<file path="src/rv_decode_pkg.sv">
// RV32I decode constants; only OP, OP-IMM, LUI, AUIPC, LOAD and STORE are known here
package rv_decode_pkg;

  //////////////////////////////////////////////////////////////////////
  // Widths
  //////////////////////////////////////////////////////////////////////
  localparam int DATA_WIDTH     = 32;  // Instruction, address and immediate
  localparam int REG_ADDR_WIDTH = 5;
  localparam int ALU_OP_WIDTH   = 4;   // Alternate bit plus funct3
  localparam int LSU_CTRL_WIDTH = 4;   // Direction bit plus funct3
  localparam int OPCODE_WIDTH   = 7;
  localparam int FUNCT3_WIDTH   = 3;
  localparam int SHAMT_WIDTH    = 5;

  //////////////////////////////////////////////////////////////////////
  // Field positions within the instruction word
  //////////////////////////////////////////////////////////////////////
  localparam int RD_LSB      = 7;
  localparam int FUNCT3_LSB  = 12;
  localparam int RS1_LSB     = 15;
  localparam int RS2_LSB     = 20;
  localparam int ALT_OP_BIT  = 30;  // SUB and SRA/SRAI select
  localparam int LSU_DIR_BIT = 5;   // Opcode bit, set for stores

  //////////////////////////////////////////////////////////////////////
  // Types
  //////////////////////////////////////////////////////////////////////
  typedef logic [OPCODE_WIDTH-1:0]   opcode_t;
  typedef logic [REG_ADDR_WIDTH-1:0] reg_addr_t;
  typedef logic [DATA_WIDTH-1:0]     word_t;

  //////////////////////////////////////////////////////////////////////
  // Opcodes
  //////////////////////////////////////////////////////////////////////
  localparam opcode_t OPCODE_LOAD  = 7'b000_0011;
  localparam opcode_t OPCODE_OPIMM = 7'b001_0011;
  localparam opcode_t OPCODE_AUIPC = 7'b001_0111;
  localparam opcode_t OPCODE_STORE = 7'b010_0011;
  localparam opcode_t OPCODE_OP    = 7'b011_0011;
  localparam opcode_t OPCODE_LUI   = 7'b011_0111;

  // Shift function codes, the only OP-IMM forms with a shamt field
  localparam logic [FUNCT3_WIDTH-1:0] FUNCT3_SLL     = 3'b001;
  localparam logic [FUNCT3_WIDTH-1:0] FUNCT3_SRL_SRA = 3'b101;

  // ALU select codes
  localparam logic [ALU_OP_WIDTH-1:0] ALU_OP_ADD = 4'b0000;

endpackage : rv_decode_pkg

</file>
<file path="src/ctrl_decode.sv">
// Combinational control decode; lsu_ctrl is formed for every opcode, unused addresses are zero
`timescale 1ns/1ps

module ctrl_decode
  import rv_decode_pkg::*;
(
  input  word_t                     instr_i,
  // ALU side
  output logic [ALU_OP_WIDTH-1:0]   alu_sel_o,
  output logic                      is_imm_o,
  output logic                      use_pc_o,
  output reg_addr_t                 alu_dest_addr_o,
  output logic                      alu_wb_o,
  // Register file side
  output reg_addr_t                 rf_addr_a_o,
  output reg_addr_t                 rf_addr_b_o,
  // Load/store side
  output logic                      lsu_new_ctrl_o,
  output logic [LSU_CTRL_WIDTH-1:0] lsu_ctrl_o,
  output reg_addr_t                 lsu_regdest_o,
  output logic                      illegal_instr_o,
  // Register usage for the hazard check
  output logic                      rs1_used_o,
  output logic                      rs2_used_o,
  output logic                      rd_written_o
);

  opcode_t                 opcode;
  logic [FUNCT3_WIDTH-1:0] funct3;
  reg_addr_t               rd;
  reg_addr_t               rs1;
  reg_addr_t               rs2;

  assign opcode = instr_i[OPCODE_WIDTH-1:0];
  assign funct3 = instr_i[FUNCT3_LSB +: FUNCT3_WIDTH];
  assign rd     = instr_i[RD_LSB +: REG_ADDR_WIDTH];
  assign rs1    = instr_i[RS1_LSB +: REG_ADDR_WIDTH];
  assign rs2    = instr_i[RS2_LSB +: REG_ADDR_WIDTH];

  // Bit 5 of the opcode tells a store from a load
  assign lsu_ctrl_o = {instr_i[LSU_DIR_BIT], funct3};

  assign is_imm_o = (opcode != OPCODE_OP);  // Only OP takes operand b from rs2

  //////////////////////////////////////////////////////////////////////
  // Opcode decode
  //////////////////////////////////////////////////////////////////////
  always_comb begin
    // Defaults describe an illegal instruction
    alu_sel_o       = ALU_OP_ADD;
    use_pc_o        = 1'b0;
    alu_dest_addr_o = '0;
    alu_wb_o        = 1'b0;
    rf_addr_a_o     = '0;
    rf_addr_b_o     = '0;
    lsu_new_ctrl_o  = 1'b0;
    lsu_regdest_o   = '0;
    illegal_instr_o = 1'b0;
    rs1_used_o      = 1'b0;
    rs2_used_o      = 1'b0;
    rd_written_o    = 1'b0;

    case (opcode)
      OPCODE_OP: begin
        alu_sel_o       = {instr_i[ALT_OP_BIT], funct3};
        alu_dest_addr_o = rd;
        alu_wb_o        = 1'b1;
        rf_addr_a_o     = rs1;
        rf_addr_b_o     = rs2;
        rs1_used_o      = 1'b1;
        rs2_used_o      = 1'b1;
        rd_written_o    = 1'b1;
      end
      OPCODE_OPIMM: begin
        // Only SRAI uses the alternate bit; in other forms bit 30 is immediate
        if (funct3 == FUNCT3_SRL_SRA) begin
          alu_sel_o = {instr_i[ALT_OP_BIT], funct3};
        end else begin
          alu_sel_o = {1'b0, funct3};
        end
        alu_dest_addr_o = rd;
        alu_wb_o        = 1'b1;
        rf_addr_a_o     = rs1;
        rs1_used_o      = 1'b1;
        rd_written_o    = 1'b1;
      end
      OPCODE_LUI: begin
        alu_dest_addr_o = rd;  // x0 + immediate
        alu_wb_o        = 1'b1;
        rd_written_o    = 1'b1;
      end
      OPCODE_AUIPC: begin
        use_pc_o        = 1'b1;  // PC replaces operand a
        alu_dest_addr_o = rd;
        alu_wb_o        = 1'b1;
        rd_written_o    = 1'b1;
      end
      OPCODE_LOAD: begin
        rf_addr_a_o    = rs1;  // Address base
        lsu_new_ctrl_o = 1'b1;
        lsu_regdest_o  = rd;   // Written back by the LSU
        rs1_used_o     = 1'b1;
        rd_written_o   = 1'b1;
      end
      OPCODE_STORE: begin
        rf_addr_a_o    = rs1;
        rf_addr_b_o    = rs2;  // Store data
        lsu_new_ctrl_o = 1'b1;
        rs1_used_o     = 1'b1;
        rs2_used_o     = 1'b1;
      end
      default: begin
        illegal_instr_o = 1'b1;
      end
    endcase
  end

endmodule : ctrl_decode

</file>
<file path="src/decode_out_reg.sv">
// Output register; strobes last one cycle per issue, other fields hold until the next issue
`timescale 1ns/1ps

module decode_out_reg
  import rv_decode_pkg::*;
(
  input  logic                      clk_i,
  input  logic                      rstn_i,
  input  logic                      issue_i,
  input  word_t                     instr_addr_i,
  input  logic [ALU_OP_WIDTH-1:0]   alu_sel_i,
  input  logic                      is_imm_i,
  input  logic                      use_pc_i,
  input  reg_addr_t                 alu_dest_addr_i,
  input  logic                      alu_wb_i,
  input  reg_addr_t                 rf_addr_a_i,
  input  reg_addr_t                 rf_addr_b_i,
  input  word_t                     imm_ext_i,
  input  logic                      lsu_new_ctrl_i,
  input  logic [LSU_CTRL_WIDTH-1:0] lsu_ctrl_i,
  input  reg_addr_t                 lsu_regdest_i,
  input  logic                      illegal_instr_i,
  output word_t                     instr_addr_o,
  output logic [ALU_OP_WIDTH-1:0]   alu_sel_o,
  output logic                      is_imm_o,
  output logic                      use_pc_o,
  output reg_addr_t                 alu_dest_addr_o,
  output logic                      alu_wb_o,
  output reg_addr_t                 rf_addr_a_o,
  output reg_addr_t                 rf_addr_b_o,
  output word_t                     imm_ext_o,
  output logic                      lsu_new_ctrl_o,
  output logic [LSU_CTRL_WIDTH-1:0] lsu_ctrl_o,
  output reg_addr_t                 lsu_regdest_o,
  output logic                      illegal_instr_o
);

  always_ff @(posedge clk_i) begin
    if (!rstn_i) begin
      instr_addr_o    <= '0;
      alu_sel_o       <= '0;
      is_imm_o        <= 1'b0;
      use_pc_o        <= 1'b0;
      alu_dest_addr_o <= '0;
      alu_wb_o        <= 1'b0;
      rf_addr_a_o     <= '0;
      rf_addr_b_o     <= '0;
      imm_ext_o       <= '0;
      lsu_new_ctrl_o  <= 1'b0;
      lsu_ctrl_o      <= '0;
      lsu_regdest_o   <= '0;
      illegal_instr_o <= 1'b0;
    end else begin
      instr_addr_o <= instr_addr_i;  // Follows fetch every cycle
      if (issue_i) begin
        alu_sel_o       <= alu_sel_i;
        is_imm_o        <= is_imm_i;
        use_pc_o        <= use_pc_i;
        alu_dest_addr_o <= alu_dest_addr_i;
        alu_wb_o        <= alu_wb_i;
        rf_addr_a_o     <= rf_addr_a_i;
        rf_addr_b_o     <= rf_addr_b_i;
        imm_ext_o       <= imm_ext_i;
        lsu_new_ctrl_o  <= lsu_new_ctrl_i;
        lsu_ctrl_o      <= lsu_ctrl_i;
        lsu_regdest_o   <= lsu_regdest_i;
        illegal_instr_o <= illegal_instr_i;
      end else begin
        // Bubble: nothing starts downstream
        alu_wb_o       <= 1'b0;
        lsu_new_ctrl_o <= 1'b0;
        use_pc_o       <= 1'b0;
      end
    end
  end

endmodule : decode_out_reg

</file>
<file path="src/hazard_detect.sv">
// One-cycle stall on a read of the last issued rd; no forwarding, x0 never stalls
`timescale 1ns/1ps

module hazard_detect
  import rv_decode_pkg::*;
(
  input  logic      clk_i,
  input  logic      rstn_i,
  input  logic      instr_valid_i,
  input  reg_addr_t rs1_i,
  input  reg_addr_t rs2_i,
  input  reg_addr_t rd_i,
  input  logic      rs1_used_i,
  input  logic      rs2_used_i,
  input  logic      rd_written_i,
  output logic      ready_o,
  output logic      issue_o
);

  reg_addr_t last_rd_q;   // Destination of the last issued instruction
  logic      stalled_q;   // Previous cycle was a stall
  logic      rs1_hit;
  logic      rs2_hit;
  logic      stall;

  assign rs1_hit = rs1_used_i && (rs1_i != '0) && (rs1_i == last_rd_q);
  assign rs2_hit = rs2_used_i && (rs2_i != '0) && (rs2_i == last_rd_q);

  // A held instruction never stalls twice
  assign stall = instr_valid_i && !stalled_q && (rs1_hit || rs2_hit);

  assign ready_o = !stall;
  assign issue_o = instr_valid_i && !stall;

  //////////////////////////////////////////////////////////////////////
  // State
  //////////////////////////////////////////////////////////////////////
  always_ff @(posedge clk_i) begin
    if (!rstn_i) begin
      last_rd_q <= '0;
      stalled_q <= 1'b0;
    end else begin
      stalled_q <= stall;
      if (issue_o) begin
        last_rd_q <= rd_written_i ? rd_i : '0;  // Stores leave nothing behind
      end
    end
  end

endmodule : hazard_detect

</file>
<file path="src/imm_gen.sv">
// Combinational immediate builder; OP and unknown opcodes give zero, no B/J formats
`timescale 1ns/1ps

module imm_gen
  import rv_decode_pkg::*;
(
  input  word_t instr_i,
  output word_t imm_ext_o
);

  opcode_t                  opcode;
  logic [FUNCT3_WIDTH-1:0]  funct3;
  logic                     is_shift;
  word_t                    i_imm;
  word_t                    shamt_imm;
  word_t                    s_imm;
  word_t                    u_imm;

  assign opcode = instr_i[OPCODE_WIDTH-1:0];
  assign funct3 = instr_i[FUNCT3_LSB +: FUNCT3_WIDTH];

  // SLLI, SRLI and SRAI carry a shift amount instead of an immediate
  assign is_shift = (funct3 == FUNCT3_SLL) || (funct3 == FUNCT3_SRL_SRA);

  //////////////////////////////////////////////////////////////////////
  // Format builders
  //////////////////////////////////////////////////////////////////////
  assign i_imm = {{(DATA_WIDTH-12){instr_i[31]}}, instr_i[31:20]};

  // Shift amount is unsigned
  assign shamt_imm = {{(DATA_WIDTH-SHAMT_WIDTH){1'b0}}, instr_i[RS2_LSB +: SHAMT_WIDTH]};

  assign s_imm = {{(DATA_WIDTH-12){instr_i[31]}}, instr_i[31:25], instr_i[11:7]};

  assign u_imm = {instr_i[31:12], 12'b0};  // Upper 20 bits, low part zero

  //////////////////////////////////////////////////////////////////////
  // Format select
  //////////////////////////////////////////////////////////////////////
  always_comb begin
    case (opcode)
      OPCODE_LOAD: begin
        imm_ext_o = i_imm;
      end
      OPCODE_OPIMM: begin
        if (is_shift) begin
          imm_ext_o = shamt_imm;
        end else begin
          imm_ext_o = i_imm;
        end
      end
      OPCODE_STORE: begin
        imm_ext_o = s_imm;
      end
      OPCODE_LUI, OPCODE_AUIPC: begin
        imm_ext_o = u_imm;
      end
      default: begin
        imm_ext_o = '0;  // OP and illegal opcodes
      end
    endcase
  end

endmodule : imm_gen

</file>
<file path="src/rv_decoder_top.sv">
// RV32I decoder top; fetch must hold instruction and valid while ready_o is low
`timescale 1ns/1ps

module rv_decoder_top
  import rv_decode_pkg::*;
(
  input  logic                      clk_i,
  input  logic                      rstn_i,
  // Fetch side
  input  word_t                     instr_i,
  input  word_t                     instr_addr_i,
  input  logic                      instr_valid_i,
  output logic                      ready_o,
  output word_t                     instr_addr_o,
  output logic                      illegal_instr_o,
  // ALU side
  output logic [ALU_OP_WIDTH-1:0]   alu_sel_o,
  output logic                      is_imm_o,
  output logic                      use_pc_o,
  output reg_addr_t                 alu_dest_addr_o,
  output logic                      alu_wb_o,
  // Register file side
  output reg_addr_t                 rf_addr_a_o,
  output reg_addr_t                 rf_addr_b_o,
  output word_t                     imm_ext_o,
  // Load/store side
  output logic                      lsu_new_ctrl_o,
  output logic [LSU_CTRL_WIDTH-1:0] lsu_ctrl_o,
  output reg_addr_t                 lsu_regdest_o
);

  word_t                     imm_ext;
  logic [ALU_OP_WIDTH-1:0]   alu_sel;
  logic                      is_imm, use_pc, alu_wb, lsu_new_ctrl, illegal_instr;
  reg_addr_t                 alu_dest_addr, rf_addr_a, rf_addr_b, lsu_regdest;
  logic [LSU_CTRL_WIDTH-1:0] lsu_ctrl;
  logic                      rs1_used, rs2_used, rd_written;
  logic                      issue;

  imm_gen u_imm_gen (.instr_i(instr_i), .imm_ext_o(imm_ext));

  ctrl_decode u_ctrl_decode (
    .instr_i(instr_i), .alu_sel_o(alu_sel), .is_imm_o(is_imm), .use_pc_o(use_pc),
    .alu_dest_addr_o(alu_dest_addr), .alu_wb_o(alu_wb), .rf_addr_a_o(rf_addr_a),
    .rf_addr_b_o(rf_addr_b), .lsu_new_ctrl_o(lsu_new_ctrl), .lsu_ctrl_o(lsu_ctrl),
    .lsu_regdest_o(lsu_regdest), .illegal_instr_o(illegal_instr),
    .rs1_used_o(rs1_used), .rs2_used_o(rs2_used), .rd_written_o(rd_written)
  );

  // Unused read addresses are zero, so the RF addresses double as source fields
  hazard_detect u_hazard_detect (
    .clk_i(clk_i), .rstn_i(rstn_i), .instr_valid_i(instr_valid_i),
    .rs1_i(rf_addr_a), .rs2_i(rf_addr_b), .rd_i(instr_i[RD_LSB +: REG_ADDR_WIDTH]),
    .rs1_used_i(rs1_used), .rs2_used_i(rs2_used), .rd_written_i(rd_written),
    .ready_o(ready_o), .issue_o(issue)
  );

  decode_out_reg u_decode_out_reg (
    .clk_i(clk_i), .rstn_i(rstn_i), .issue_i(issue), .instr_addr_i(instr_addr_i),
    .alu_sel_i(alu_sel), .is_imm_i(is_imm), .use_pc_i(use_pc),
    .alu_dest_addr_i(alu_dest_addr), .alu_wb_i(alu_wb), .rf_addr_a_i(rf_addr_a),
    .rf_addr_b_i(rf_addr_b), .imm_ext_i(imm_ext), .lsu_new_ctrl_i(lsu_new_ctrl),
    .lsu_ctrl_i(lsu_ctrl), .lsu_regdest_i(lsu_regdest), .illegal_instr_i(illegal_instr),
    .instr_addr_o(instr_addr_o), .alu_sel_o(alu_sel_o), .is_imm_o(is_imm_o),
    .use_pc_o(use_pc_o), .alu_dest_addr_o(alu_dest_addr_o), .alu_wb_o(alu_wb_o),
    .rf_addr_a_o(rf_addr_a_o), .rf_addr_b_o(rf_addr_b_o), .imm_ext_o(imm_ext_o),
    .lsu_new_ctrl_o(lsu_new_ctrl_o), .lsu_ctrl_o(lsu_ctrl_o),
    .lsu_regdest_o(lsu_regdest_o), .illegal_instr_o(illegal_instr_o)
  );

endmodule : rv_decoder_top

</file>
<file path="config.mk">
export PLATFORM = sky130hd
export DESIGN_NAME = rv_decoder_top
export DESIGN_NICKNAME = d
export VERILOG_FILES = /design/src/rv_decode_pkg.sv /design/src/ctrl_decode.sv /design/src/decode_out_reg.sv /design/src/hazard_detect.sv /design/src/imm_gen.sv /design/src/rv_decoder_top.sv
export SDC_FILE = /design/constraint.sdc
export NUM_CORES = 1
export LEC_CHECK = 0
export ABC_AREA = 1
export BUFFER_PORTS_ARGS = -buffer_cell sky130_fd_sc_hd__buf_2
export CORE_ASPECT_RATIO = 1.25
export CORE_MARGIN = 2
export CORE_UTILIZATION = 49
export CTS_CLUSTER_DIAMETER = 40
export DETAILED_ROUTE_END_ITERATION = 10
export GPL_TIMING_DRIVEN = 0
export PLACE_DENSITY = 0.8
export SYNTH_ARGS = -nofsm -noshare
export SYNTH_HDL_FRONTEND = slang
export SYNTH_SLANG_ARGS = --single-unit
</file>
<file path="constraint.sdc">
create_clock -name clk_i -period 1.8 [get_ports clk_i]
set_input_delay 0.09 -clock clk_i [delete_from_list [all_inputs] [get_ports clk_i]]
set_output_delay 0.09 -clock clk_i [all_outputs]
set_load 0.03 [all_outputs]
</file>
==> results.md, run 1 <==
- Final layout net count: 926
- Global Route Usage Sum: 27.0%
- Commonest non-fill, non-tap cell in the layout: buf_2
- Detailed Route WL: 13800 um
- Vias in the first global route: 4567
- I/O pin count: 165
- Core Footprint: 8610 sq um
- M2 GR Usage: 47.3%
- Min Tclk post-route: 1.90 ns
- Most frequent cells in the layout: 161 x buf_2, 150 x nand2_1, 116 x nor2_1
- FF-to-FF setup slack: -0.04 ns
- Final Skew: 0.0129 ns
- Startpoint Class: register
- CP max FO: 4
- Met1 Use GR: 30.2%
- Drt pass-1 iters: 5
- Sequential power share: 51.5%
- Vias: 4998
- Clock power frac: 28.5%
- Max_slew headroom: 61.9%
- Final Max Tran Viols: 0
- Die Span Y: 109 um
- Number of synthesized register bits: 103
- H-tree Lvls: 3
- FFs w/ async S/R, synth: 0%
- Period utilisation layout: 106%
- RSZ-0062 raised after global routing: true
- Failing checks: negative setup slack
- Final HPWL DP: 9170 um
- Max Cap Viol: 0
- P_leak: 3.54 nW
- ANT cells: 0
- HP Class: primary input to register
- Post-Place Cells: 920
- CP endpoint kind: output pin
- Die ar.: 9590 sq um
- I/O Buffers: 162
- DRC marker count from the first detailed-route iteration: 465
- DIE WIDTH: 88.0 um
- CTS buffer count: 9
- Area growth syn-to-layout: 46.8%
- Synth Warn #: 0
- Global-route wire length before repair: 20300 um
- Int Power: 0.00326 W
- Yosys cell types: 29
- CTS sink count: 103
- Clock latency on the worst-skew pair: 0.38 ns
- Clock Path Buffers: 2
- CP Data Arrival Time: 1.81 ns
- Cell Area, Synth: 4320 sq um
- Gp weighted congestion: 0.926
- Initial antenna violation count: 0
- CTS tree: yes
- Sw frac: 31.6%
- Status: complete, but fails checks
- Worst vdd ir: 660 uV
- Worst-margin pin slew: 0.572 ns
- Gr ovfl total: 0
- Sequential-to-total area share from yosys stat: 47.7%
- Vias/cell: 5.08
- Critical path class: register to output pin
- Worst setup margin: -0.100 ns
- Pwr per Cell Area: 751 nW/um^2
- Final hold vios: 0
- Rows: 38
- GR Util met3: 7.87%
- Dpl ws: -0.317 ns
- DRC viols: 0
- Synth Instances: 638
- Pin count of the biggest net entering global routing: 19
- Mapped Avg Cell Area: 6.78 sq um
- Finished Core Util: 73.7%
- # setup viols final: 15
- Max Freq: 0.526 GHz
- Worst path required time: 1.71 ns
- Avg WL per Cell: 14.0 um
- Initial Utilization: 50.2%
- Fin cells: 984
- Post-synth net total: 705
- Most crowded layer after global routing: met2
- Antenna viol nets, final: 0
- Power share of the combinational group: 20.1%
- Psw: 0.00151 W
- Hold slack: 0.0617 ns
- Layout cell share with drive strength beyond 1: 31.9%
- Root buffer cell: clkbuf_8
- CTS clk-pin slew, worst paths: 0.11 ns
- Ys flop type: dfxtp_1
- Number of enable flip-flop cells after synthesis: 0
-- registers in the layout (all words and copies together) (netlist names) --
signal and flops:
u_decode_out_reg.lsu_ctrl_o 4, u_decode_out_reg.is_imm_o 1, u_decode_out_reg.rf_addr_a_o 5, u_decode_out_reg.lsu_regdest_o 5, u_decode_out_reg.imm_ext_o 32, u_hazard_detect.stalled_q 1, u_decode_out_reg.alu_dest_addr_o 5, u_hazard_detect.last_rd_q 5
u_decode_out_reg.use_pc_o 1, u_decode_out_reg.rf_addr_b_o 5, u_decode_out_reg.lsu_new_ctrl_o 1, u_decode_out_reg.alu_wb_o 1, u_decode_out_reg.alu_sel_o 4, u_decode_out_reg.illegal_instr_o 1, u_decode_out_reg.instr_addr_o 32
-- power by group through the flow --
stage	Clock, W	Combinational (W)	Sequential [W]
floorplan	0	0.000297	0.00271
global route	0.00146	0.00104	0.00246
finish	0.00136	0.000955	0.00245
global placement	0	0.000781	0.00249
detailed placement	0	0.000798	0.00249
CTS	0.00137	0.000864	0.00244
-- worst max-delay path, cell delays in order, from the launching register on --
cell and delay [ns]:
dfxtp_2 0.41, inv_1 0.09, nand2_1 0.06, o21ai_0 0.07, nor3_1 0.18, o311ai_1 0.13, nand2_2 0.13, nand2_4 0.08
buf_6 0.14, buf_6 0.13
-- cells in the mapped netlist, types with 2 or more instances --
cell type	n	area, sq um
a21oi_1	21	105
a22oi_1	5	37.5
buf_1	2	7.51
buf_2	9	45.0
buf_6	3	33.8
clkbuf_1	20	75.1
dfxtp_1	103	2060
inv_1	74	278
inv_2	2	7.51
nand2_1	153	574
nand2_2	4	25.0
nand3_1	66	330
nor2_1	151	567
nor2_2	2	12.5
nor3_1	3	15.0
o21ai_0	6	30.0
xor2_1	2	17.5
-- through the flow --
step | cell area (sq um) | TNS (ns) | power [W]
2_1_floorplan | 4320 | 0 | 0.00301
3_3_place_gp | 5280 | -12.26 | 0.00327
3_5_place_dp | 5280 | -17.71 | 0.00329
4_1_cts | 5880 | -0.0255 | 0.00468
5_1_grt | 6350 | -7.71 | 0.00497
6_report | 6350 | -0.424 | 0.00476
-- cell type report --
class                   count  area [sq um]
plain buffers              35           250
clock buffers               9           124
clock inverters             7          57.6
fillers                   662          2260
inverters                  76           290
multi-input cells         424          2050
flip-flops and latches    103          2070
well taps                 120           150
repair buffers            210          1350
-- metal layers --
metal / up-vias / part of all wire, %
met2: 284 / 51
met4: 0 / 3.5
met5: - / 0
met3: 46 / 9.4
met1: 2274 / 36
li1: 2394 / -
-- path summary, 6_finish.rpt --
path,start,endpoint,depth (start not counted)
setup / recovery,u_hazard_detect.last_rd_q[3],ready_o,9
hold / removal,instr_i[5],u_decode_out_reg.use_pc_o,4
setup reg to reg,u_hazard_detect.last_rd_q[4],u_hazard_detect.last_rd_q[4],11
hold reg to reg,u_decode_out_reg.imm_ext_o[20],u_decode_out_reg.imm_ext_o[20],2
-- kinds of logic after synthesis --
group,Yosys count,share of synthesized area [%]
buffers and inverters,111,10.5
and+or+nand+nor,384,36.2
DFF,103,47.7
xor gates and xnor gates,2,0.405
AOI/OAI and AO/OA,38,5.18
-- repair_timing --
action,CTS,global route
hold buffers,34,0
hold endpoints to repair,34,0
resized for setup,14,111
endpoints found under the setup margin,16,71
cloned,0,5
pin swaps,3,36
buffers inserted,7,2
Power figures use the tool's default switching activity.
==> inputs of run 2 (changes only) <==
ABC_AREA = 0   (was 1)
==> run 2 against run 1 <==
Net effect:
- the run still ends with negative setup slack left
- setup slack lost 0.14 ns
- worst hold slack got worse by 0.050 ns
- clock power is 10% higher
- highest routed layer unchanged
==> results.md, run 2 <==
- Status: complete, but fails checks (unchanged)
- Failing checks: negative setup slack (unchanged)
- Clock Path Buffers: 2 (unchanged)
- Commonest cells in the netlist: 103 x dfxtp_1, 68 x nand2_1, 59 x mux2i_1 (was 153 x nand2_1, 151 x nor2_1, 103 x dfxtp_1)
- Max_slew headroom: 54.0% (was 61.9%)
- DRC viols: 0 (unchanged)
- Mapped Avg Cell Area: 9.46 sq um (was 6.78 sq um)
- ANT cells: 0 (unchanged)
- Worst-margin pin slew: 0.685 ns (was 0.572 ns)
- Vias in the first global route: 4323 (was 4567)
- Final Skew: 0.0113 ns (was 0.0129 ns)
- Critical path class: register to output pin (unchanged)
- Post-synth net total: 526 (was 705)
- Pwr per Cell Area: 725 nW/um^2 (was 751 nW/um^2)
- Area growth syn-to-layout: 43.3% (was 46.8%)
- Gp weighted congestion: 0.962 (was 0.926)
- Max Freq: 0.491 GHz (was 0.526 GHz)
- CP max stage delay: 0.39 ns (was 0.41 ns)
- Min Tclk post-route: 2.04 ns (was 1.90 ns)
- Sequential-to-total area share from yosys stat: 47.5% (was 47.7%)
- Layout cell share with drive strength beyond 1: 33.9% (was 31.9%)
- Final non-filler cell area: 6220 sq um (was 6350 sq um)
- Worst path required time: 1.71 ns (about the same)
- Drt pass-1 iters: 5 (unchanged)
- Initial Utilization: 50.2% (about the same)
- Worst setup margin: -0.237 ns (was -0.100 ns)
- Number of synthesized register bits: 103 (unchanged)
- Power share of the combinational group: 14.7% (was 20.1%)
- CP top delay family: simple AND/OR/NAND/NOR gates (unchanged)
- H-tree Lvls: 3 (unchanged)
- Vias/cell: 5.34 (was 5.08)
- Ys flop type: dfxtp_1 (unchanged)
- Initial antenna violation count: 0 (unchanged)
- CP max FO: 4 (unchanged)
- Worst vdd ir: 456 uV (was 660 uV)
- Sw frac: 26.5% (was 31.6%)
- CTS sink count: 103 (unchanged)
- Die Span Y: 109 um (about the same)
- Final Max Tran Viols: 0 (unchanged)
- Vias: 4329 (was 4998)
- CTS clk-pin slew, worst paths: 0.10 ns (was 0.11 ns)
- I/O Buffers: 161 (was 162)
- Number of enable flip-flop cells after synthesis: 0 (unchanged)
- Global-route wire length before repair: 21500 um (was 20300 um)
- Top Registers: u_decode_out_reg.imm_ext_o (32), u_decode_out_reg.instr_addr_o (32) (unchanged)
- RSZ-0062 raised after global routing: true (unchanged)
- WP buf/inv: 2 (was 3)
- Synth Instances: 459 (was 638)
- Core Footprint: 8650 sq um (was 8610 sq um)
- Largest area contributor in the netlist: dfxtp_1 (unchanged)
- Most frequent cells in the layout: 160 x buf_2, 99 x dfxtp_1, 68 x nand2_1 (was 161 x buf_2, 150 x nand2_1, 116 x nor2_1)
- Pin count of the biggest net entering global routing: 17 (was 19)
- Sequential power share: 52.0% (was 51.5%)
- Gr ovfl total: 0 (unchanged)
- FFs w/ async S/R, synth: 0% (unchanged)
- CP Data Arrival Time: 1.95 ns (was 1.81 ns)
- Int Power: 0.00332 W (was 0.00326 W)
- Final hold vios: 0 (unchanged)
- Clock power frac: 33.3% (was 28.5%)
- Die ar.: 9640 sq um (was 9590 sq um)
- Root buffer cell: clkbuf_8 (unchanged)
- DIE WIDTH: 88.2 um (was 88.0 um)
- I/O pin count: 165 (unchanged)
- Final HPWL DP: 9770 um (was 9170 um)
- Synth Warn #: 0 (unchanged)
- Cell Area, Synth: 4340 sq um (was 4320 sq um)
- Startpoint Class: register (unchanged)
- Rows: 38 (unchanged)
- # setup viols final: 38 (was 15)
- Psw: 0.00119 W (was 0.00151 W)
- Commonest non-fill, non-tap cell in the layout: buf_2 (unchanged)
- Post-DP Area: 5300 sq um (was 5280 sq um)
- Finished Core Util: 71.9% (was 73.7%)
- Clock latency on the worst-skew pair: 0.37 ns (was 0.38 ns)
- CTS tree: yes (unchanged)
- Antenna viol nets, final: 0 (unchanged)
- CTS buffer count: 9 (unchanged)
- Worst path cell trace: buf_4 > xor2_2 > nor4_1 > a32oi_2 > nand2b_4 > buf_6 (was inv_1 > nand2_1 > o21ai_0 > nor3_1 > o311ai_1 > nand2_2 > nand2_4 > buf_6 > buf_6)
- Period utilisation layout: 113% (was 106%)
- Power Total: 0.00451 W (was 0.00476 W)
- Critical-path top delay cell: dfxtp_4 (was dfxtp_2)
- Avg WL per Cell: 17.7 um (was 14.0 um)
- Dpl ws: -0.387 ns (was -0.317 ns)
- DRC marker count from the first detailed-route iteration: 173 (was 465)
- Post-Place Cells: 740 (was 920)
- Share of the synthesized area in the top cell type: 47.5% (was 47.7%)
- HP Class: primary input to register (unchanged)
- Fin cells: 811 (was 984)
- Final layout net count: 753 (was 926)
- CP endpoint kind: output pin (unchanged)
- Most frequent cell after synthesis: dfxtp_1 (was nand2_1)
- Max Cap Viol: 0 (unchanged)
- P_leak: 2.96 nW (was 3.54 nW)
- Yosys cell types: 44 (was 29)
- Area contributors post-synth: dfxtp_1 47%, mux2i_1 14%, nand2_1 5.9% (was dfxtp_1 48%, nand2_1 13%, nor2_1 13%)
- Global Route Usage Sum: 29.4% (was 27.0%)
- Detailed Route WL: 14300 um (was 13800 um)
[run 2: cell count changes after synthesis, sizes merged, moves of 15 or more]
cell and delta:
mux2i +59, nand3 -31, inv -72, and2 +33, nand2 -90, nor2 -140
o21ai +15, and3 +19
[run 2: per-stage QoR]
stage | hold WS [ns] | TNS, ns
4_1_cts | 0.00191 | -0.386
6_report | 0.0112 | -1.36
5_1_grt | 0.0115 | -5.63
2_1_floorplan | 0.217 | 0
3_5_place_dp | 0.300 | -18.35
3_3_place_gp | 0.295 | -22.02
[run 2: kinds of logic after synthesis]
| group | after synthesis | share of synthesized area (%) |
|---|---|---|
| compound gates | 48 | 6.66 |
| xor+xnor | 8 | 1.61 |
| mux | 59 | 13.6 |
| simple gates | 202 | 25.0 |
| buf+inv | 39 | 5.65 |
| flops | 103 | 47.5 |
[run 2: worst paths after layout]
kind / from / to / slack [ns] / cells past startpoint
setup / recovery: u_hazard_detect.last_rd_q[1] / ready_o / -0.24 / 6
hold / removal: instr_i[8] / u_hazard_detect.last_rd_q[1] / 0.01 / 3
hold reg to reg: u_decode_out_reg.imm_ext_o[20] / u_decode_out_reg.imm_ext_o[20] / 0.46 / 2
setup reg to reg: u_hazard_detect.last_rd_q[1] / u_decode_out_reg.rf_addr_a_o[4] / -0.10 / 9
[run 2: worst register-to-register path, stage by stage (launching register included)]
cell	delay, ns
dfxtp_4	0.39
xor2_2	0.15
buf_4	0.13
nor2_1	0.29
and4_4	0.28
buf_6	0.13
nor3_4	0.05
buf_12	0.14
buf_12	0.12
mux2i_1	0.11
[run 2: layer usage]
metal	GRT usage, %	wire (um)	up-vias
met5	0	0	-
met4	11.0	385	0
met3	6.81	1080	29
met2	54.2	7410	208
met1	32.2	5460	2045
li1	-	-	2047
[run 2: timing repair]
action                                 in CTS  in global routing
endpoints found under the hold margin      41                  0
setup buffers                              11                  7
setup endpoints to repair                  64                 56
pin swaps                                  12                  3
gates resized for setup                    24                 15
hold buffers                               39                  0
[run 2: final cells by class]
| type | count | area (sq um) |
|---|---|---|
| Buffer | 35 | 246 |
| Fill cell | 666 | 2430 |
| Sequential cell | 103 | 2070 |
| Clock inverter | 5 | 56.3 |
| Tap cell | 120 | 150 |
| Inverter | 4 | 15.0 |
| Timing Repair Buffer | 216 | 1370 |
| Multi-Input combinational cell | 317 | 2160 |
| Clock buffer | 11 | 151 |
[run 2: power groups by stage]
stage          combinational, W  sequential (W)  clock, W
2_1_floorplan          0.000225         0.00251         0
3_3_place_gp           0.000539         0.00240         0
3_5_place_dp           0.000544         0.00240         0
5_1_grt                0.000706         0.00235   0.00162
4_1_cts                0.000629         0.00234   0.00152
6_report               0.000664         0.00235   0.00150
